[src/mips_pkg.sv]
package mips_pkg;

	// primary opcodes
	localparam logic [5:0] OP_SPECIAL = 6'b000000;
	localparam logic [5:0] OP_BEQ     = 6'b000100;
	localparam logic [5:0] OP_BNE     = 6'b000101;
	localparam logic [5:0] OP_ADDI    = 6'b001000;
	localparam logic [5:0] OP_ADDIU   = 6'b001001;
	localparam logic [5:0] OP_SLTI    = 6'b001010;
	localparam logic [5:0] OP_SLTIU   = 6'b001011;
	localparam logic [5:0] OP_ANDI    = 6'b001100;
	localparam logic [5:0] OP_ORI     = 6'b001101;
	localparam logic [5:0] OP_XORI    = 6'b001110;
	localparam logic [5:0] OP_LUI     = 6'b001111;

	// funct field of SPECIAL
	localparam logic [5:0] FN_SLL  = 6'b000000;
	localparam logic [5:0] FN_SRL  = 6'b000010;
	localparam logic [5:0] FN_SRA  = 6'b000011;
	localparam logic [5:0] FN_SLLV = 6'b000100;
	localparam logic [5:0] FN_SRLV = 6'b000110;
	localparam logic [5:0] FN_SRAV = 6'b000111;
	localparam logic [5:0] FN_ADD  = 6'b100000;
	localparam logic [5:0] FN_ADDU = 6'b100001;
	localparam logic [5:0] FN_SUB  = 6'b100010;
	localparam logic [5:0] FN_SUBU = 6'b100011;
	localparam logic [5:0] FN_AND  = 6'b100100;
	localparam logic [5:0] FN_OR   = 6'b100101;
	localparam logic [5:0] FN_XOR  = 6'b100110;
	localparam logic [5:0] FN_NOR  = 6'b100111;
	localparam logic [5:0] FN_SLT  = 6'b101010;
	localparam logic [5:0] FN_SLTU = 6'b101011;

	// alu operation codes, one per alu case
	localparam int ALU_OP_W = 8;
	localparam logic [ALU_OP_W-1:0] ALU_AND   = 8'b00100100;
	localparam logic [ALU_OP_W-1:0] ALU_OR    = 8'b00100101;
	localparam logic [ALU_OP_W-1:0] ALU_XOR   = 8'b00100110;
	localparam logic [ALU_OP_W-1:0] ALU_NOR   = 8'b00100111;
	localparam logic [ALU_OP_W-1:0] ALU_ANDI  = 8'b01011001;
	localparam logic [ALU_OP_W-1:0] ALU_ORI   = 8'b01011010;
	localparam logic [ALU_OP_W-1:0] ALU_XORI  = 8'b01011011;
	localparam logic [ALU_OP_W-1:0] ALU_LUI   = 8'b01011100;
	localparam logic [ALU_OP_W-1:0] ALU_SLL   = 8'b01111100;
	localparam logic [ALU_OP_W-1:0] ALU_SRL   = 8'b00000010;
	localparam logic [ALU_OP_W-1:0] ALU_SRA   = 8'b00000011;
	localparam logic [ALU_OP_W-1:0] ALU_SLLV  = 8'b00000100;
	localparam logic [ALU_OP_W-1:0] ALU_SRLV  = 8'b00000110;
	localparam logic [ALU_OP_W-1:0] ALU_SRAV  = 8'b00000111;
	localparam logic [ALU_OP_W-1:0] ALU_ADD   = 8'b00100000;
	localparam logic [ALU_OP_W-1:0] ALU_ADDU  = 8'b00100001;
	localparam logic [ALU_OP_W-1:0] ALU_SUB   = 8'b00100010;
	localparam logic [ALU_OP_W-1:0] ALU_SUBU  = 8'b00100011;
	localparam logic [ALU_OP_W-1:0] ALU_SLT   = 8'b00101010;
	localparam logic [ALU_OP_W-1:0] ALU_SLTU  = 8'b00101011;
	localparam logic [ALU_OP_W-1:0] ALU_ADDI  = 8'b01010101;
	localparam logic [ALU_OP_W-1:0] ALU_ADDIU = 8'b01010110;
	localparam logic [ALU_OP_W-1:0] ALU_SLTI  = 8'b01010111;
	localparam logic [ALU_OP_W-1:0] ALU_SLTIU = 8'b01011000;
	localparam logic [ALU_OP_W-1:0] ALU_BEQ   = 8'b01010001;
	localparam logic [ALU_OP_W-1:0] ALU_BNE   = 8'b01010010;

	// register 0 is hardwired to zero
	localparam logic [4:0] REG_ZERO = 5'd0;

	// one instruction word, seen as r-type or i-type
	typedef union packed {
		struct packed {
			logic [5:0] opcode;
			logic [4:0] rs;
			logic [4:0] rt;
			logic [4:0] rd;
			logic [4:0] shamt;
			logic [5:0] funct;
		} r;
		struct packed {
			logic [5:0]  opcode;
			logic [4:0]  rs;
			logic [4:0]  rt;
			logic [15:0] imm;
		} i;
	} instr_u;

endpackage

[src/exec_if.sv]
`timescale 1ns/100ps

interface exec_if import mips_pkg::*; ();

	// decoded operation, registered in the decoder
	logic                valid;
	logic [ALU_OP_W-1:0] alu_op;
	logic [31:0]         num1;
	logic [31:0]         num2;
	logic [4:0]          sa;
	logic [4:0]          dest;
	// low for branches
	logic                wr_en;
	// only add, sub and addi trap
	logic                trap_ovf;

	// bypass of the result in the execute stage
	logic                fwd_en;
	logic [4:0]          fwd_addr;
	logic [31:0]         fwd_data;

	modport dec (
		output valid, alu_op, num1, num2, sa, dest, wr_en, trap_ovf,
		input  fwd_en, fwd_addr, fwd_data
	);

	modport exe (
		input  valid, alu_op, num1, num2, sa, dest, wr_en, trap_ovf,
		output fwd_en, fwd_addr, fwd_data
	);

endinterface

[src/alu.sv]
`timescale 1ns/100ps

module alu import mips_pkg::*; (
	input  logic [31:0]         alu_num1,
	input  logic [31:0]         alu_num2,
	input  logic [4:0]          sa,
	input  logic [ALU_OP_W-1:0] alucontrol,
	output logic [31:0]         alu_out,
	output logic                overflow,
	output logic                zero
);

	logic [31:0] sum;
	logic [31:0] diff;
	logic        add_ovf;
	logic        sub_ovf;

	assign sum  = alu_num1 + alu_num2;
	assign diff = alu_num1 - alu_num2;

	// same-sign operands, result sign flips
	assign add_ovf = (alu_num1[31] == alu_num2[31]) && (sum[31] != alu_num1[31]);
	// opposite-sign operands, result takes the subtrahend's sign
	assign sub_ovf = (alu_num1[31] != alu_num2[31]) && (diff[31] != alu_num1[31]);

	always_comb begin
		overflow = 1'b0;
		case (alucontrol)
			// logic
			ALU_AND:   alu_out = alu_num1 & alu_num2;
			ALU_OR:    alu_out = alu_num1 | alu_num2;
			ALU_XOR:   alu_out = alu_num1 ^ alu_num2;
			ALU_NOR:   alu_out = ~(alu_num1 | alu_num2);
			// logic immediate, upper half forced to zero
			ALU_ANDI:  alu_out = alu_num1 & {16'b0, alu_num2[15:0]};
			ALU_ORI:   alu_out = alu_num1 | {16'b0, alu_num2[15:0]};
			ALU_XORI:  alu_out = alu_num1 ^ {16'b0, alu_num2[15:0]};
			ALU_LUI:   alu_out = {alu_num2[15:0], 16'b0};
			// shifts act on rt, amount from shamt or rs[4:0]
			ALU_SLL:   alu_out = alu_num2 << sa;
			ALU_SRL:   alu_out = alu_num2 >> sa;
			ALU_SRA:   alu_out = $signed(alu_num2) >>> sa;
			ALU_SLLV:  alu_out = alu_num2 << alu_num1[4:0];
			ALU_SRLV:  alu_out = alu_num2 >> alu_num1[4:0];
			ALU_SRAV:  alu_out = $signed(alu_num2) >>> alu_num1[4:0];
			// arithmetic
			ALU_ADD, ALU_ADDU, ALU_ADDI, ALU_ADDIU: begin
				alu_out  = sum;
				overflow = add_ovf;
			end
			ALU_SUB, ALU_SUBU: begin
				alu_out  = diff;
				overflow = sub_ovf;
			end
			// set on less than
			ALU_SLT, ALU_SLTI: begin
				alu_out = {31'b0, $signed(alu_num1) < $signed(alu_num2)};
			end
			ALU_SLTU, ALU_SLTIU: begin
				alu_out = {31'b0, alu_num1 < alu_num2};
			end
			// branch compare, zero means equal
			ALU_BEQ, ALU_BNE: alu_out = diff;
			default:          alu_out = '0;
		endcase
	end

	assign zero = (alu_out == '0);

endmodule

[src/exec_stage.sv]
`timescale 1ns/100ps

module exec_stage import mips_pkg::*; (
	input  logic        clk,
	input  logic        rst_n,
	exec_if.exe         ex,
	output logic        wb_valid,
	output logic [4:0]  wb_addr,
	output logic [31:0] wb_data,
	output logic        branch_valid,
	output logic        branch_taken,
	output logic        overflow
);

	logic [31:0] alu_out;
	logic        alu_ovf;
	logic        alu_zero;
	logic        is_branch;
	logic        trap_hit;
	logic        do_wb;

	alu i_alu (
		.alu_num1   (ex.num1),
		.alu_num2   (ex.num2),
		.sa         (ex.sa),
		.alucontrol (ex.alu_op),
		.alu_out    (alu_out),
		.overflow   (alu_ovf),
		.zero       (alu_zero)
	);

	assign is_branch = (ex.alu_op == ALU_BEQ) || (ex.alu_op == ALU_BNE);
	// trapping op that overflowed, write is cancelled
	assign trap_hit  = ex.valid && ex.trap_ovf && alu_ovf;
	assign do_wb     = ex.valid && ex.wr_en && (ex.dest != REG_ZERO) && !trap_hit;

	// result of the op held now, for the decoder bypass
	assign ex.fwd_en   = do_wb;
	assign ex.fwd_addr = ex.dest;
	assign ex.fwd_data = alu_out;

	// strobes
	always_ff @(posedge clk) begin
		if (!rst_n) begin
			wb_valid     <= 1'b0;
			branch_valid <= 1'b0;
			overflow     <= 1'b0;
		end else begin
			wb_valid     <= do_wb;
			branch_valid <= ex.valid && is_branch;
			overflow     <= trap_hit;
		end
	end

	// payload behind the strobes
	always_ff @(posedge clk) begin
		wb_addr      <= ex.dest;
		wb_data      <= alu_out;
		branch_taken <= (ex.alu_op == ALU_BEQ) ? alu_zero : !alu_zero;
	end

endmodule

[src/instr_decode.sv]
`timescale 1ns/100ps

module instr_decode import mips_pkg::*; (
	input  logic        clk,
	input  logic        rst_n,
	input  logic        instr_valid,
	input  instr_u      instr,
	output logic [4:0]  rs_addr,
	output logic [4:0]  rt_addr,
	input  logic [31:0] rs_data,
	input  logic [31:0] rt_data,
	exec_if.dec         ex
);

	logic [31:0]         rs_val;
	logic [31:0]         rt_val;
	logic [31:0]         imm_sext;
	logic [31:0]         imm_raw;
	logic                known;
	logic [ALU_OP_W-1:0] op_d;
	logic [31:0]         num2_d;
	logic [4:0]          dest_d;
	logic                wr_en_d;
	logic                trap_d;

	// source fields sit in the same place for both formats
	assign rs_addr = instr.r.rs;
	assign rt_addr = instr.r.rt;

	// bypass from the instruction one ahead
	// older results already come through the register file
	assign rs_val = (ex.fwd_en && (rs_addr != REG_ZERO) && (ex.fwd_addr == rs_addr)) ?
		ex.fwd_data : rs_data;
	assign rt_val = (ex.fwd_en && (rt_addr != REG_ZERO) && (ex.fwd_addr == rt_addr)) ?
		ex.fwd_data : rt_data;

	assign imm_sext = {{16{instr.i.imm[15]}}, instr.i.imm};
	// alu zero-extends logical immediates itself
	assign imm_raw  = {16'b0, instr.i.imm};

	always_comb begin
		known   = 1'b1;
		op_d    = ALU_ADDU;
		num2_d  = rt_val;
		dest_d  = instr.i.rt;
		wr_en_d = 1'b1;
		trap_d  = 1'b0;
		case (instr.r.opcode)
			OP_SPECIAL: begin
				// r-type writes rd
				dest_d = instr.r.rd;
				case (instr.r.funct)
					FN_SLL:  op_d = ALU_SLL;
					FN_SRL:  op_d = ALU_SRL;
					FN_SRA:  op_d = ALU_SRA;
					FN_SLLV: op_d = ALU_SLLV;
					FN_SRLV: op_d = ALU_SRLV;
					FN_SRAV: op_d = ALU_SRAV;
					FN_ADD: begin
						op_d   = ALU_ADD;
						trap_d = 1'b1;
					end
					FN_ADDU: op_d = ALU_ADDU;
					FN_SUB: begin
						op_d   = ALU_SUB;
						trap_d = 1'b1;
					end
					FN_SUBU: op_d = ALU_SUBU;
					FN_AND:  op_d = ALU_AND;
					FN_OR:   op_d = ALU_OR;
					FN_XOR:  op_d = ALU_XOR;
					FN_NOR:  op_d = ALU_NOR;
					FN_SLT:  op_d = ALU_SLT;
					FN_SLTU: op_d = ALU_SLTU;
					// unknown funct, drop
					default: known = 1'b0;
				endcase
			end
			OP_ADDI: begin
				op_d   = ALU_ADDI;
				num2_d = imm_sext;
				trap_d = 1'b1;
			end
			OP_ADDIU: begin
				op_d   = ALU_ADDIU;
				num2_d = imm_sext;
			end
			OP_SLTI: begin
				op_d   = ALU_SLTI;
				num2_d = imm_sext;
			end
			OP_SLTIU: begin
				// sign-extended, then compared unsigned
				op_d   = ALU_SLTIU;
				num2_d = imm_sext;
			end
			OP_ANDI: begin
				op_d   = ALU_ANDI;
				num2_d = imm_raw;
			end
			OP_ORI: begin
				op_d   = ALU_ORI;
				num2_d = imm_raw;
			end
			OP_XORI: begin
				op_d   = ALU_XORI;
				num2_d = imm_raw;
			end
			OP_LUI: begin
				op_d   = ALU_LUI;
				num2_d = imm_raw;
			end
			// compare only, no register write
			OP_BEQ: begin
				op_d    = ALU_BEQ;
				wr_en_d = 1'b0;
			end
			OP_BNE: begin
				op_d    = ALU_BNE;
				wr_en_d = 1'b0;
			end
			default: known = 1'b0;
		endcase
	end

	// control
	always_ff @(posedge clk) begin
		if (!rst_n) begin
			ex.valid <= 1'b0;
		end else begin
			ex.valid <= instr_valid && known;
		end
	end

	// payload, qualified by valid
	always_ff @(posedge clk) begin
		ex.alu_op   <= op_d;
		ex.num1     <= rs_val;
		ex.num2     <= num2_d;
		ex.sa       <= instr.r.shamt;
		ex.dest     <= dest_d;
		ex.wr_en    <= wr_en_d;
		ex.trap_ovf <= trap_d;
	end

endmodule

[src/mips_exec_top.sv]
`timescale 1ns/100ps

module mips_exec_top (
	input  logic        clk,
	input  logic        rst_n,
	input  logic        instr_valid,
	input  logic [31:0] instr,
	output logic        wb_valid,
	output logic [4:0]  wb_addr,
	output logic [31:0] wb_data,
	output logic        branch_valid,
	output logic        branch_taken,
	output logic        overflow
);

	logic [4:0]  rs_addr;
	logic [4:0]  rt_addr;
	logic [31:0] rs_data;
	logic [31:0] rt_data;

	// decoder to execute, bypass flows back
	exec_if ex_bus ();

	// write port fed by the registered write-back
	reg_file i_reg_file (
		.clk     (clk),
		.rst_n   (rst_n),
		.rs_addr (rs_addr),
		.rt_addr (rt_addr),
		.rs_data (rs_data),
		.rt_data (rt_data),
		.we      (wb_valid),
		.wa      (wb_addr),
		.wd      (wb_data)
	);

	instr_decode i_instr_decode (
		.clk         (clk),
		.rst_n       (rst_n),
		.instr_valid (instr_valid),
		.instr       (instr),
		.rs_addr     (rs_addr),
		.rt_addr     (rt_addr),
		.rs_data     (rs_data),
		.rt_data     (rt_data),
		.ex          (ex_bus.dec)
	);

	exec_stage i_exec_stage (
		.clk          (clk),
		.rst_n        (rst_n),
		.ex           (ex_bus.exe),
		.wb_valid     (wb_valid),
		.wb_addr      (wb_addr),
		.wb_data      (wb_data),
		.branch_valid (branch_valid),
		.branch_taken (branch_taken),
		.overflow     (overflow)
	);

endmodule

[src/reg_file.sv]
`timescale 1ns/100ps

module reg_file import mips_pkg::*; (
	input  logic        clk,
	input  logic        rst_n,
	input  logic [4:0]  rs_addr,
	input  logic [4:0]  rt_addr,
	output logic [31:0] rs_data,
	output logic [31:0] rt_data,
	input  logic        we,
	input  logic [4:0]  wa,
	input  logic [31:0] wd
);

	logic [31:0] regs [32];
	logic        wr_live;

	// a write to r0 never lands
	assign wr_live = we && (wa != REG_ZERO);

	always_ff @(posedge clk) begin
		if (!rst_n) begin
			for (int i = 0; i < 32; i++) begin
				regs[i] <= '0;
			end
		end else if (wr_live) begin
			regs[wa] <= wd;
		end
	end

	// read port rs
	// write data bypasses the array in the same cycle
	always_comb begin
		if (rs_addr == REG_ZERO) begin
			rs_data = '0;
		end else if (wr_live && (wa == rs_addr)) begin
			rs_data = wd;
		end else begin
			rs_data = regs[rs_addr];
		end
	end

	// read port rt, same rules
	always_comb begin
		if (rt_addr == REG_ZERO) begin
			rt_data = '0;
		end else if (wr_live && (wa == rt_addr)) begin
			rt_data = wd;
		end else begin
			rt_data = regs[rt_addr];
		end
	end

endmodule

[config.mk]
export PLATFORM = sky130hd
export DESIGN_NAME = mips_exec_top
export DESIGN_NICKNAME = d
export VERILOG_FILES = /design/src/mips_pkg.sv /design/src/exec_if.sv /design/src/alu.sv /design/src/exec_stage.sv /design/src/instr_decode.sv /design/src/mips_exec_top.sv /design/src/reg_file.sv
export SDC_FILE = /design/constraint.sdc
export NUM_CORES = 2
export LEC_CHECK = 0
export ABC_AREA = 1
export BUFFER_PORTS_ARGS = -buffer_cell sky130_fd_sc_hd__buf_2
export CAP_MARGIN = 10
export CORE_MARGIN = 3
export CORE_UTILIZATION = 30
export CTS_BUF_LIST = sky130_fd_sc_hd__clkbuf_8 sky130_fd_sc_hd__clkbuf_16
export CTS_CLUSTER_DIAMETER = 80
export CTS_CLUSTER_SIZE = 28
export DETAILED_ROUTE_END_ITERATION = 8
export PLACE_DENSITY = 0.42
export SLEW_MARGIN = 20
export SYNTH_ARGS = -nofsm -noshare
export SYNTH_HDL_FRONTEND = slang
export SYNTH_SLANG_ARGS = --single-unit
[constraint.sdc]
create_clock -name clk -period 3.4 [get_ports clk]
set_input_delay 0.17 -clock clk [delete_from_list [all_inputs] [get_ports clk]]
set_output_delay 0.17 -clock clk [all_outputs]
set_load 0.05 [all_outputs]
# After elaboration in Yosys (flattened, before gate mapping)
# Memories as Yosys holds them, arrays and structs flattened.
# Index checks and enable logic that the tools add are counted.
# totals
ff_bits	126
mem_bits_rw	1024
input_bits	35
output_inout_bits	41
wordCells	156
memories	1
# op_classes
n_addsub	2
magnitude_cmp	2
eq_ne	59
n_shift	6
n_mux	25
bitwise	7
reduce_logical	40
# mem_list
name	words	width	rd	rd_ports_with_merged_regs	wr	line	rtl
i_reg_file.regs	32	32	2	0	32	reg_file.sv:15	logic [31:0] regs [32];
# ops
cell	count
32-bit one-hot mux with 18 select lines	1
32-bit two-way mux	7
7-bit one-hot mux with 15 select lines	1
8-bit by 7-bit equality test with 1-bit output (second input constant)	11
8-bit one-hot mux with 11 select lines	1
8-bit by 6-bit equality test with 1-bit output (second input constant)	10
32-bit less-than comparator	2
32-bit one-hot mux with 2 select lines	1
32-bit by 5-bit left shift with 32-bit output	2
32-bit by 5-bit >> shifter with 32-bit output	2
32-bit by 5-bit >>> shifter with 32-bit output	2
6-bit equality test (second input constant)	10
6-bit by 4-bit equality test with 1-bit output (second input constant)	8
32-bit adder	1
32-bit by 16-bit bitwise AND with 32-bit output	1
32-bit bitwise AND	1
32-bit logical NOT	1
32-bit inverter	1
32-bit by 16-bit OR with 32-bit output	1
32-bit OR	1
32-bit OR reduction	1
32-bit subtractor	1
32-bit by 16-bit XOR with 32-bit output	1
32-bit XOR	1
other kinds (20)	72

# Logic depth before layout (Yosys ltp)
# logic_depth
ltp_word	11
mapped_depth	25

# Modules after synthesis
# Synthesis repeated with hierarchy kept, for this count alone.
# hier_totals
hier_cells	10649
hier_area_um2	75434.8
# by_module_without_submodules
mod	instances	cells_per_inst	area_per_inst_um2
reg_file	1	7416	58120.7
alu	1	2591	12472.0
instr_decode	1	562	3834.9
exec_stage	1	80	1007.2

# Least setup slack after synthesis
# Ideal clock, no wire load.
# synth_timing
path_type	reg2reg
startpoint	register i_exec_stage.wb_addr[3]
endpoint	memory i_reg_file.regs[12][0] (enable)
setup_time_ps	389
t_arrival_ps	2908
required_ps	3011
path_slack_ps	102
path_stages_with_launch	11
cell_sequence	dfxtp_1 > clkbuf_1 > nor3_1 > nand2_1 > nand2_1 > nor2_1 > inv_1 > nor3_1 > nand2_1 > clkbuf_1 > nand2_1
# synth_lines
item	line	rtl
start: declaration	exec_stage.sv:8	output logic [4:0] wb_addr,
start signal: assignment	exec_stage.sv:57	wb_addr <= ex.dest;
end: declaration	reg_file.sv:15	

# Worst setup path in the final report
# layout_timing
startpoint	register i_instr_decode.ex.alu_op[2]
endpoint	register i_exec_stage.branch_taken
# layout_via
elab_chain_cells	6
# layout_rtl
item	line	rtl
start: declaration	exec_if.sv:23	output valid, alu_op, num1, num2, sa, dest, wr_en, trap_ovf,
start signal: assignment	instr_decode.sv:137	ex.alu_op <= op_d;
8-bit by 6-bit equality test with 1-bit output, or another cell as far along	alu.sv:28	case (alucontrol)
4-bit OR reduction (no line), or another cell as far along	--	
32-bit one-hot mux with 18 select lines	alu.sv:28	
32-bit logical NOT	alu.sv:68	assign zero = (alu_out == '0);
1-bit logical NOT	exec_stage.sv:59	branch_taken <= (ex.alu_op == ALU_BEQ) ? alu_zero : !alu_zero;
1-bit two-way mux (*)	exec_stage.sv:59	
end signal: assignment	exec_stage.sv:59	
end: declaration	exec_stage.sv:11	output logic branch_taken,
# Mark *: on every way between the ends. The rest lies on a longest branch, timed or not.
# A chain may end at the register's enable or synchronous reset.

==> summary.md <==
| Metric | Value |
|---|---|
| Status | finished clean |
| Synth top area cells | edfxtp_1, o21ai_0, nor2_1, nand2_1, nand3_1 |
| Worst path most repeated cell | nand2_1 |
| Post-synthesis compound-gate area fraction | 20.1% |
| Clk sinks | 1148 |
| Design Area, Final | 89800 sq um |
| Fin. Hold Viols | 0 |
| Fmax | 296 MHz |
| Clk_lat worst skew | 800 ps |
| DRT Wirelength | 401 mm |
| CTS tree | built |
| Htree depth | 3 |
| Relative slew slack | 25.7% |
| Critical path, cell by cell | inv_2, nor2_8, nand3_4, buf_12, buf_12, o21ai_4, buf_12, buf_4, nand3_1, nand3_1, nand2_1, nand2_1, nand3_1, nand2_1, nand2_1, nor2_2, nand2_1, nor2_2, nand2_2, nor2_4, nand3_2, nand2_1, nand2_1 |
| Vias in the first global route | 69905 |
| Die W | 494 microns |
| Synth Instances | 9369 |
| Placer Congestion | 1.01 |
| Main combinational cell family by area after synthesis | simple AND/OR/NAND/NOR gates |
| YS warnings | 0 |
| GRT Residual Overflow | 0 |
| Number of synthesized flops with an enable pin | 1024 |
| Syn Std Cell Area | 71600 sq um |
| Post-synthesis xor/xnor area fraction | 0.269% |
| Crit start category | flop |
| Clock slew at the register clock pins of the worst setup and hold paths | 70 ps |
| Core ar. | 236000 sq um |
| Fillers | 24501 |
| Drt via density | 5.58 |
| Setup violators final | 0 |
| Top cell type's share of synthesized area | 43.0% |
| Slew @ Worst Pin | 1110 ps |
| DIE HEIGHT | 494 microns |
| Crit Path Category | reg2reg |
| Critical path fanouts, max | 10 |
| # IOs | 76 |
| Leak Pwr | 36.3 nW |
| First-pass GRT wire length | 550 mm |
| 1st-iter DRT viols | 8973 |
| Area leader, netlist | edfxtp_1 |
| Num rows | 178 |
| Maximum vdd drop | 0.473 mV |
| CP max-delay cell | dfxtp_4 |
| Pin count of the biggest net entering global routing | 167 |
| Initial antenna violation count | 16 |
| Routed Antenna Nets | 0 |
| Simple-Gate Fraction of Synth Area | 23.2% |
| Synth Flop Type | edfxtp_1 |
| DR vias | 74555 |
| Hpwl dp | 283 mm |
| Worst hold path class | in2reg |
| Max Cap Viol | 0 |
| PwrDens | 498 nW/um^2 |
| Multiplexer share of the synthesized area | 0% |
| Period utilization | 99.5% |
| DIE AREA | 245000 sq um |
| Wirelength per Cell | 30.0 microns |
| RSZ-0062 raised after global routing | true |
| Worst Skew | 72.5 ps |
| Final #Nets | 10261 |
| Crit end category | flop |
| Min Tclk post-route | 3380 ps |
| Longest Clk Path Bufs | 3 |
| Total GRT Usage | 31.6% |
| Port bufs | 75 |
| P&R area growth vs syn | 25.4% |
| Synth Area per Inst | 7.64 sq um |
| CTS buffer count | 95 |
| Async SR Flop Fraction | 0% |
| Drt first pass iters | 6 |
| Post-route DRC | 0 |
| Arrival @ worst endpoint | 4020 ps |
| Placed inst area | 83900 sq um |
| Max stage delay on crit path | 370 ps |
| Share of layout cells above drive strength 1 | 19.4% |
| Initial Utilization | 30.3% |
| Setup tns final | 0 ps |
| Post-synth cell types | 60 |
| WP data required | 4040 ps |
| Pins Over Slew Limit | 0 |
| Seq cells post-synth | 1148 |
| CTS root buf | clkbuf_16 |
| Sequential area share after synthesis | 46.4% |
| Adder-Cell Fraction of Synth Area | 1.84% |
[where the power goes]
group | total (mW) | switching (mW) | internal [mW]
logic | 15.3 | 10.4 | 4.90
clock network | 12.7 | 6.41 | 6.27
registers | 16.7 | 0.689 | 16.0
[routing by layer]
metal | share of wire, % | vias up | GRT usage (%)
met4 | 4.4 | 6 | 12.3
met5 | 0.010 | - | 0
met3 | 8.9 | 644 | 5.90
met2 | 43 | 3616 | 48.2
met1 | 43 | 36536 | 44.2
li1 | - | 33753 | -
[synthesized netlist by cell type, types with 8 or more instances]
library cell	count
a21oi_1	752
a31oi_1	39
buf_1	50
buf_2	63
buf_4	12
buf_6	12
clkbuf_1	633
dfxtp_1	124
edfxtp_1	1024
ha_1	102
inv_1	708
inv_2	15
nand2_1	1416
nand3_1	926
nand4_1	49
nor2_1	1511
nor2_2	8
nor3_1	39
nor4_1	8
o2111ai_1	13
o211ai_1	313
o21ai_0	1301
o221ai_1	52
o22ai_1	51
o311ai_0	17
or2_2	8
xor2_1	18
[critical path: cells and delay by family (launching register included)]
family / cells / cell delay [ps]
AOI/OAI and AO/OA: 1 / 160
DFF: 1 / 370
buffers and inverters: 5 / 670
and+or+nand+nor: 17 / 2020
[sequential cells by signal, summed over array words and instances (netlist names), 5 cells and up]
register	count
i_exec_stage.wb_addr	5
i_instr_decode.ex.alu_op	6
i_instr_decode.ex.num1	32
i_instr_decode.ex.num2	32
i_instr_decode.ex.sa	5
i_reg_file.regs	1024
i_instr_decode.ex.dest	5
i_exec_stage.wb_data	32
[worst paths after layout]
kind / startpoint / end / slack [ps] / cells past startpoint
worst max register to register: i_instr_decode.ex.alu_op[2] / i_exec_stage.branch_taken / 20 / 23
worst min register to register: i_instr_decode.ex.dest[1] / i_exec_stage.wb_addr[1] / 400 / 0
worst max-delay path: i_instr_decode.ex.alu_op[2] / i_exec_stage.branch_taken / 20 / 23
worst min-delay path: instr[10] / i_instr_decode.ex.sa[4] / 100 / 2
[cells by family after synthesis]
family / after synthesis
buffers and inverters: 1500
XOR/XNOR: 22
AND/OR/NAND/NOR: 3998
AO/OA/AOI/OAI: 2596
flip-flops: 1148
other: 1
adder cells (fa/ha/maj): 104
[cell type report]
| type | count | area, sq um | area share, % |
|---|---|---|---|
| antenna | 3 | 7.51 | 0.00836 |
| clock buffer | 99 | 2470 | 2.75 |
| clock inverter | 80 | 991 | 1.10 |
| inverter | 730 | 2780 | 3.10 |
| multi-input combinational | 6754 | 34300 | 38.2 |
| sequential | 1148 | 33300 | 37.1 |
| tap | 3150 | 3940 | 4.39 |
| timing repair buffer | 1393 | 12000 | 13.3 |
[stage by stage]
stage	setup WS (ps)	util, %	power [mW]	hold slack (ps)	cells
2_1_floorplan	102	-	23.0	198	9400
3_3_place_gp	-892	35.5	31.3	320	13091
3_5_place_dp	-866	35.5	31.2	312	13091
4_1_cts	-13.2	37.5	44.3	38.4	13324
5_1_grt	-105	38.0	46.3	71.3	13355
6_report	17.0	38.0	44.7	99.2	13357
[what timing repair did]
action | 4_1_cts | 5_1_grt
hold endpoints to repair | 53 | 0
cloned | 1 | 4
resized for setup | 264 | 210
buffers inserted | 23 | 27
endpoints found under the setup margin | 74 | 58
pin swaps | 35 | 66
hold buffers | 32 | 0
[placed cells by master (no fill, tap or decap), drive strengths merged, types with 13 or more instances in the layout]
master | Yosys | final
nor2 | 1520 | 1520
a31oi | 39 | 39
a21oi | 752 | 752
clkbuf | 633 | 102
conb | 1 | 32
nand4 | 51 | 51
inv | 723 | 762
dlygate4sd3 | 0 | 32
nor3 | 40 | 40
dfxtp | 124 | 124
o21ai | 1319 | 1320
o311ai | 17 | 17
clkinv | 7 | 30
o211ai | 313 | 313
xor2 | 18 | 18
buf | 137 | 1358
edfxtp | 1024 | 1024
nand2 | 1428 | 1429
o2111ai | 13 | 13
o22ai | 51 | 51
nand3 | 933 | 933
ha | 102 | 102
o221ai | 52 | 52
Note: power is estimated with default switching activity, not from simulation.
